**config.mk**
```make
export PLATFORM = sky130hd
export DESIGN_NAME = video_reverb
export DESIGN_NICKNAME = d
export VERILOG_FILES = /design/src/design/reverb_pkg.sv /design/src/design/video_reverb.sv /design/src/design/reverb_write_timer.sv /design/src/design/ycocg_422_encoder.sv /design/src/design/reverb_channel_mixer.sv /design/src/design/ycocg_422_decoder.sv
export SDC_FILE = /design/constraint.sdc
export NUM_CORES = 1
export LEC_CHECK = 0
export BUFFER_PORTS_ARGS = -buffer_cell sky130_fd_sc_hd__buf_4
export CAP_MARGIN = 20
export CORE_MARGIN = 1
export CORE_UTILIZATION = 62
export DETAILED_ROUTE_END_ITERATION = 8
export PLACE_DENSITY = 0.87
export SETUP_SLACK_MARGIN = 0.05
export SYNTH_ARGS = -nofsm -noshare
export SYNTH_HDL_FRONTEND = slang
export SYNTH_SLANG_ARGS = --single-unit
export TNS_END_PERCENT = 100
```
**constraint.sdc**
```tcl
create_clock -name clk -period 5.9 [get_ports clk]
set_clock_uncertainty 0.05 [all_clocks]
set_input_delay 1.18 -clock clk [delete_from_list [all_inputs] [get_ports clk]]
set_output_delay 1.18 -clock clk [all_outputs]
set_load 0.05 [all_outputs]
```
**src/design/reverb_pkg.sv**
```systemverilog
package reverb_pkg;

  // Position of one raster sample and whether it is drawn.
  typedef struct packed {
    logic [10:0] h_count;
    logic [9:0]  v_count;
    logic        active_draw;
  } raster_t;

  typedef struct packed {
    logic [7:0] r;
    logic [7:0] g;
    logic [7:0] b;
  } rgb_t;

  // Stored 4:2:2 word, c is Co on even columns and Cg on odd ones.
  typedef struct packed {
    logic [7:0]        y;
    logic signed [7:0] c;
  } ycocg_word_t;

  // User amounts, full scale is 10'h3ff.
  typedef struct packed {
    logic [9:0] wet;
    logic [9:0] feedback;
  } ctrl_t;

  localparam int DECODE_LATENCY = 3; // Read word to rebuilt pixel.
  localparam int MIX_LATENCY    = 2; // Channel mixer depth.
  localparam int ENCODE_LATENCY = 3; // Feedback pixel to write word.

endpackage
```
**src/design/video_reverb.sv**
```systemverilog
`timescale 1ns/100ps

module video_reverb import reverb_pkg::*; #(
  parameter int H_ACTIVE     = 1280,
  parameter int V_ACTIVE     = 720,
  parameter int READ_LATENCY = 1
) (
  input  logic        clk,
  input  logic        rst_n,
  input  raster_t     raster_in,
  input  rgb_t        pixel_in,
  input  ctrl_t       ctrl,
  input  ycocg_word_t read_word,
  output raster_t     raster_out,
  output rgb_t        pixel_out,
  output raster_t     read_raster,
  output ycocg_word_t write_word,
  output logic        write_valid,
  output logic        write_last
);

  localparam int FRONT_STAGES = READ_LATENCY + DECODE_LATENCY;

  raster_t         front_raster [FRONT_STAGES];
  rgb_t            front_pixel  [FRONT_STAGES];
  raster_t         back_raster  [MIX_LATENCY];
  rgb_t            feedback_pixel;
  rgb_t            new_feedback_pixel;
  logic [2:0][7:0] wet_bytes;
  logic [2:0][7:0] feed_bytes;

  assign read_raster = raster_in; // Frame store sees the live position.

  // Live pixel waits for the store read and the decoder.
  always_ff @(posedge clk or negedge rst_n) begin
    if (!rst_n) begin
      for (int i = 0; i < FRONT_STAGES; i++) begin
        front_raster[i] <= '0;
        front_pixel[i]  <= '0;
      end
    end else begin
      front_raster[0] <= raster_in;
      front_pixel[0]  <= pixel_in;
      for (int i = 1; i < FRONT_STAGES; i++) begin
        front_raster[i] <= front_raster[i-1];
        front_pixel[i]  <= front_pixel[i-1];
      end
    end
  end

  // Raster rides alongside the mixers.
  always_ff @(posedge clk or negedge rst_n) begin
    if (!rst_n) begin
      for (int i = 0; i < MIX_LATENCY; i++) begin
        back_raster[i] <= '0;
      end
    end else begin
      back_raster[0] <= front_raster[FRONT_STAGES-1];
      for (int i = 1; i < MIX_LATENCY; i++) begin
        back_raster[i] <= back_raster[i-1];
      end
    end
  end

  assign raster_out = back_raster[MIX_LATENCY-1];

  ycocg_422_decoder i_decoder (
    .clk   (clk),
    .rst_n (rst_n),
    .word  (read_word),
    .odd   (front_raster[READ_LATENCY-1].h_count[0]), // Parity of the returned word.
    .pixel (feedback_pixel)
  );

  for (genvar i = 0; i < 3; i++) begin : g_lane
    reverb_channel_mixer i_mixer (
      .clk      (clk),
      .rst_n    (rst_n),
      .live     (front_pixel[FRONT_STAGES-1][8*i +: 8]),
      .stored   (feedback_pixel[8*i +: 8]),
      .ctrl     (ctrl),
      .wet_out  (wet_bytes[i]),
      .feed_out (feed_bytes[i])
    );
  end

  assign pixel_out          = rgb_t'(wet_bytes);
  assign new_feedback_pixel = rgb_t'(feed_bytes);

  ycocg_422_encoder i_encoder (
    .clk   (clk),
    .rst_n (rst_n),
    .pixel (new_feedback_pixel),
    .odd   (raster_out.h_count[0]),
    .word  (write_word)
  );

  reverb_write_timer #(
    .H_ACTIVE (H_ACTIVE),
    .V_ACTIVE (V_ACTIVE)
  ) i_write_timer (
    .clk    (clk),
    .rst_n  (rst_n),
    .raster (raster_out),
    .valid  (write_valid),
    .last   (write_last)
  );

endmodule

```
**src/design/reverb_write_timer.sv**
```systemverilog
`timescale 1ns/100ps

module reverb_write_timer import reverb_pkg::*; #(
  parameter int H_ACTIVE = 1280,
  parameter int V_ACTIVE = 720
) (
  input  logic    clk,
  input  logic    rst_n,
  input  raster_t raster,
  output logic    valid,
  output logic    last
);

  logic [ENCODE_LATENCY-1:0] valid_pipe;
  logic [ENCODE_LATENCY-1:0] last_pipe;
  logic                      frame_end;

  // Last drawn pixel of the frame.
  assign frame_end = raster.active_draw &&
                     raster.h_count == 11'(H_ACTIVE - 1) &&
                     raster.v_count == 10'(V_ACTIVE - 1);

  // Strobes track the encoder depth.
  always_ff @(posedge clk or negedge rst_n) begin
    if (!rst_n) begin
      valid_pipe <= '0;
      last_pipe  <= '0;
    end else begin
      valid_pipe <= {valid_pipe[ENCODE_LATENCY-2:0], raster.active_draw};
      last_pipe  <= {last_pipe[ENCODE_LATENCY-2:0], frame_end};
    end
  end

  assign valid = valid_pipe[ENCODE_LATENCY-1];
  assign last  = last_pipe[ENCODE_LATENCY-1];

endmodule

```
**src/design/ycocg_422_encoder.sv**
```systemverilog
`timescale 1ns/100ps

module ycocg_422_encoder import reverb_pkg::*; (
  input  logic        clk,
  input  logic        rst_n,
  input  rgb_t        pixel,
  input  logic        odd,
  output ycocg_word_t word
);

  logic signed [8:0] co_d;
  logic signed [8:0] tmp_d;
  logic signed [8:0] cg_d;
  logic signed [8:0] y_d;

  logic signed [8:0] co_q;
  logic signed [8:0] tmp_q;
  logic [7:0]        g_q;
  logic              odd_q;

  logic [7:0]        y_q;
  logic signed [7:0] chroma_q;

  // First lifting step on the incoming pixel.
  assign co_d  = $signed({1'b0, pixel.r}) - $signed({1'b0, pixel.b});
  assign tmp_d = $signed({1'b0, pixel.b}) + (co_d >>> 1);

  // Second lifting step, Y always lands in 0 to 255.
  assign cg_d = $signed({1'b0, g_q}) - tmp_q;
  assign y_d  = tmp_q + (cg_d >>> 1);

  always_ff @(posedge clk or negedge rst_n) begin
    if (!rst_n) begin
      co_q  <= '0;
      tmp_q <= '0;
      g_q   <= '0;
      odd_q <= 1'b0;
    end else begin
      co_q  <= co_d;
      tmp_q <= tmp_d;
      g_q   <= pixel.g;
      odd_q <= odd;
    end
  end

  // Halved chroma, Co on even columns and Cg on odd.
  always_ff @(posedge clk or negedge rst_n) begin
    if (!rst_n) begin
      y_q      <= '0;
      chroma_q <= '0;
    end else begin
      y_q      <= y_d[7:0];
      chroma_q <= odd_q ? cg_d[8:1] : co_q[8:1];
    end
  end

  always_ff @(posedge clk or negedge rst_n) begin
    if (!rst_n) begin
      word <= '0;
    end else begin
      word.y <= y_q;
      word.c <= chroma_q;
    end
  end

endmodule

```
**src/design/reverb_channel_mixer.sv**
```systemverilog
`timescale 1ns/100ps

module reverb_channel_mixer import reverb_pkg::*; (
  input  logic       clk,
  input  logic       rst_n,
  input  logic [7:0] live,
  input  logic [7:0] stored,
  input  ctrl_t      ctrl,
  output logic [7:0] wet_out,
  output logic [7:0] feed_out
);

  logic [15:0] wet_prod;
  logic [15:0] feed_prod;
  logic [7:0]  live_q;
  logic [7:0]  wet_scaled;
  logic [7:0]  feed_scaled;

  // Upper byte of the amount gives a 0 to 255/256 gain.
  always_ff @(posedge clk or negedge rst_n) begin
    if (!rst_n) begin
      wet_prod  <= '0;
      feed_prod <= '0;
      live_q    <= '0;
    end else begin
      wet_prod  <= ctrl.wet[9:2] * stored;
      feed_prod <= ctrl.feedback[9:2] * stored;
      live_q    <= live;
    end
  end

  assign wet_scaled  = wet_prod[15:8];
  assign feed_scaled = feed_prod[15:8];

  // Brighter of the two wins.
  always_ff @(posedge clk or negedge rst_n) begin
    if (!rst_n) begin
      wet_out  <= '0;
      feed_out <= '0;
    end else begin
      wet_out  <= (wet_scaled > live_q) ? wet_scaled : live_q;
      feed_out <= (feed_scaled > live_q) ? feed_scaled : live_q;
    end
  end

endmodule

```
**src/design/ycocg_422_decoder.sv**
```systemverilog
`timescale 1ns/100ps

module ycocg_422_decoder import reverb_pkg::*; (
  input  logic        clk,
  input  logic        rst_n,
  input  ycocg_word_t word,
  input  logic        odd,
  output rgb_t        pixel
);

  ycocg_word_t       even_word;
  logic signed [9:0] co_in;
  logic signed [9:0] cg_in;
  logic signed [9:0] co_q;
  logic signed [9:0] cg_q;
  logic signed [9:0] tmp_even;
  logic signed [9:0] tmp_odd;
  logic              pair_q;
  rgb_t              odd_pending;

  function automatic logic [7:0] clamp8(input logic signed [9:0] v);
    if (v < 0) begin
      return 8'd0;
    end
    if (v > 10'sd255) begin
      return 8'd255;
    end
    return v[7:0];
  endfunction

  function automatic rgb_t rebuild(input logic signed [9:0] tmp,
                                   input logic signed [9:0] co,
                                   input logic signed [9:0] cg);
    logic signed [9:0] b;
    rgb_t              p;
    b   = tmp - (co >>> 1);
    p.g = clamp8(cg + tmp);
    p.b = clamp8(b);
    p.r = clamp8(b + co);
    return p;
  endfunction

  assign co_in = $signed(even_word.c);
  assign cg_in = $signed(word.c); // Only meaningful while odd is high.

  always_ff @(posedge clk or negedge rst_n) begin
    if (!rst_n) begin
      even_word <= '0;
      co_q      <= '0;
      cg_q      <= '0;
      tmp_even  <= '0;
      tmp_odd   <= '0;
      pair_q    <= 1'b0;
    end else begin
      if (!odd) begin
        even_word <= word; // Wait for the odd partner.
      end
      pair_q   <= odd;
      co_q     <= co_in;
      cg_q     <= cg_in;
      tmp_even <= $signed({2'b00, even_word.y}) - (cg_in >>> 1);
      tmp_odd  <= $signed({2'b00, word.y}) - (cg_in >>> 1);
    end
  end

  // Even pixel leaves at once, the odd one a cycle later.
  always_ff @(posedge clk or negedge rst_n) begin
    if (!rst_n) begin
      pixel       <= '0;
      odd_pending <= '0;
    end else if (pair_q) begin
      pixel       <= rebuild(tmp_even, co_q, cg_q);
      odd_pending <= rebuild(tmp_odd, co_q, cg_q);
    end else begin
      pixel <= odd_pending;
    end
  end

endmodule

```
==> results.md <==
* Outcome: complete, no violations
* Hold Path Depth at 0
* Clk pin slew, worst setup/hold paths at roughly 0.07 ns
* Min-delay worst type: reg2reg
* Initial Utilization at between 60% and 70%
* Root Buffer: clkbuf_16
* CTS HTree Levels at 2
* Mapped Cells at ~2.8k
* Total CTS buffers at between 50 and 60
* Initial antenna violation count at 3
* Vias in the first global route at ~22k
* Setup tns final at 0 ns
* Yosys warnings at 0
* Antenna diode count at 0
* Req. time, crit path at 6.37 ns
* Setup repair bufs after CTS at 0
* Post-route clock period utilization at 86.6%
* # IOs at 170
* Total gr overflow at 0
* Largest net degree at the start of global routing at about 150
* Count leader, synth: dfrtp_1
* Synth area leader: dfrtp_1
* WL final at between 60,000 and 70,000 um
* Fillers at about 3.3k
* Post-CTS sizing at 0
* RSZ-0062 raised after global routing: false
* Core area at 0.0492 sq mm
* Startpoint Class: primary input
* Pre-CTS setup slack at ~0.20 ns
* R2r endpoint: g_lane[0].i_mixer.wet_prod[15]$_DFF_PN0_
* Worst setup EP type: flop
* Die H at 226 um
* Dominant cells by area after synthesis: dfrtp_1 (41%), fa_1 (14%), ha_1 (14%), inv_1 (4.4%), and2_1 (4.4%)
* Routed vias at 19.8k
* Critical path type: in2reg
* Most frequent cells after synthesis: dfrtp_1 (512), inv_1 (362), ha_1 (348)
* Number of synthesized flops with an enable pin at 0
* Endpoints failing setup at 0
* Final ANT Viol Nets at 0
* CTS tree: built
* Slew @ Worst Pin at 0.842 ns
* Crit path capture: g_lane[1].i_mixer.wet_prod[15]$_DFF_PN0_
* Buffers on Ports at approximately 170
* Final hold violation count at 0
* Drt wl/cell at roughly 17 um
* Ys async rst share at 100%
* Cell Area, Synth at 0.0311 sq mm
* Yosys reg bits at a little over 500
* Via-per-instance ratio at between 5 and 6
* DRC violations left at 0
* Relative slew margins at between 40 and 50%
* Worst path arrival time at 5.58 ns
* Nets at ~3.6k
* Max-cap viol count at 0
* Die W at 226 um
* Sequential share of the synthesized area at 41.3%
* Reg2reg setup slack at ~0.86 ns
* Cell row count at 81
* Clk sinks at 512
* Area growth syn-to-layout at 10.9%
* Worst R2R Start: i_decoder.pixel[2]$_DFF_PN0_
* First-pass GRT wire length at between 100,000 and 150,000 um
* Clock latency on the worst-skew pair at slightly below 0.6 ns
* Post-DP HPWL at ~46,000 um
* Avg Inst Size Synth at 11.2 sq um
* CTS Buffer Depth at 3
* Critical path peak fanout at 14
* Tmin final at just over 5 ns
* # hold bufs at CTS at 0
* Critical path startpoint: ctrl[15]
* Fmax at roughly 200 MHz
* Worst Slack Setup Final at about 0.79 ns
* Ratio of cells with drive above 1 in the final layout at a little under an eighth
* Reg2reg path depth at 16
* Slew Limit Fails at 0
* Routability Congestion at around 0.91
* Post-synth top flop: dfrtp_1
* Pre-Repair DR Iteration Count at 7
* Initial detailed-routing violation count at ~1.2k
* Synth top area share at about two fifths
* Die area at between 0.05 and 0.06 sq mm
* Mapped Nets at between 3k and 4k
* Distinct cells, synth at 60
* Gr usage total at around a quarter
worst max-delay path, cell delays in order:
cell,delay [ns]
buf_4,0.17
buf_4,0.19
and2_1,0.16
fa_1,0.43
fa_1,0.49
inv_1,0.05
fa_1,0.53
inv_1,0.05
fa_1,0.44
ha_1,0.22
a211oi_1,0.20
o21ai_0,0.12
a21o_1,0.20
a21oi_1,0.29
o21ai_1,0.24
a221oi_1,0.43
xnor2_1,0.17
cell families after synthesis:
family	count (synthesis)	synth area share (%)
AND/OR/NAND/NOR	690	11.2
adder cells (fa/ha/maj)	570	28.3
flip-flops	512	41.3
buffers and inverters	479	6.32
AO/OA/AOI/OAI	327	6.87
XOR/XNOR	133	3.79
multiplexers	63	2.28
cells in the final DEF (no fill, tap or decap), types with 33 or more instances in the layout:
master and count:
nor2b_1 33, a21oi_1 74, o21ai_0 91, inv_1 362, and2_1 217, nand2_1 205, fa_1 222, clkbuf_16 54
o21a_1 37, xor2_1 42, ha_1 348, dfrtp_1 512, nor2_1 121, a21o_1 34, buf_4 182, xnor2_1 90
mux2_2 61
metal layers:
metal	routed length [um]	part of all wire, %	global-route usage [%]	vias up
met2	31800	52	45.4	570
met5	27	0.044	0	-
li1	-	-	-	9166
met1	24700	40	31.2	9908
met4	2160	3.5	9.52	4
met3	2810	4.6	3.21	176
registers in the layout (all words and copies together) (netlist names), 16 cells and up:
name                      count
front_pixel                  96
front_raster                 88
g_lane.i_mixer.feed_out      24
g_lane.i_mixer.feed_prod     24
g_lane.i_mixer.live_q        24
g_lane.i_mixer.wet_out       24
g_lane.i_mixer.wet_prod      24
i_decoder.odd_pending        24
i_decoder.pixel              24
back_raster                  22
raster_out                   22
i_encoder.word               16
final cells by class:
class                   count  area (sq um)  area share, %
well taps                 664           831           2.41
clock inverters            25           251          0.730
clock buffers              69          1490           4.32
inverters                 362          1360           3.94
multi-input cells        1783         16300           47.3
repair buffers            185          1420           4.13
flip-flops and latches    512         12800           37.2
stage by stage:
stage,hold slack (ns),instances,instance area (sq um),util (%)
after floorplan,0.281,2774,31100,-
after global placement,0.282,3506,32700,66.5
after detailed placement,0.285,3506,32700,66.5
after CTS,0.292,3600,34400,70.1
after global routing,0.301,3600,34400,70.1
final,0.286,3600,34400,70.1
worst min path at each step:
| stage | from | endpoint | slack (ns) |
|---|---|---|---|
| floorplan | front_raster[0]$_DFF_PN0_ | back_raster[22]$_DFF_PN0_ | 0.28 |
| global placement | front_raster[32]$_DFF_PN0_ | front_raster[10]$_DFF_PN0_ | 0.28 |
| detailed placement | front_raster[15]$_DFF_PN0_ | back_raster[37]$_DFF_PN0_ | 0.28 |
| CTS | front_pixel[58]$_DFF_PN0_ | front_pixel[34]$_DFF_PN0_ | 0.29 |
| global route | front_raster[59]$_DFF_PN0_ | front_raster[37]$_DFF_PN0_ | 0.30 |
| finish | front_pixel[58]$_DFF_PN0_ | front_pixel[34]$_DFF_PN0_ | 0.29 |
Power is not shown: default switching activity piles up to over one toggle a cycle in this logic, so the estimate is an artifact.
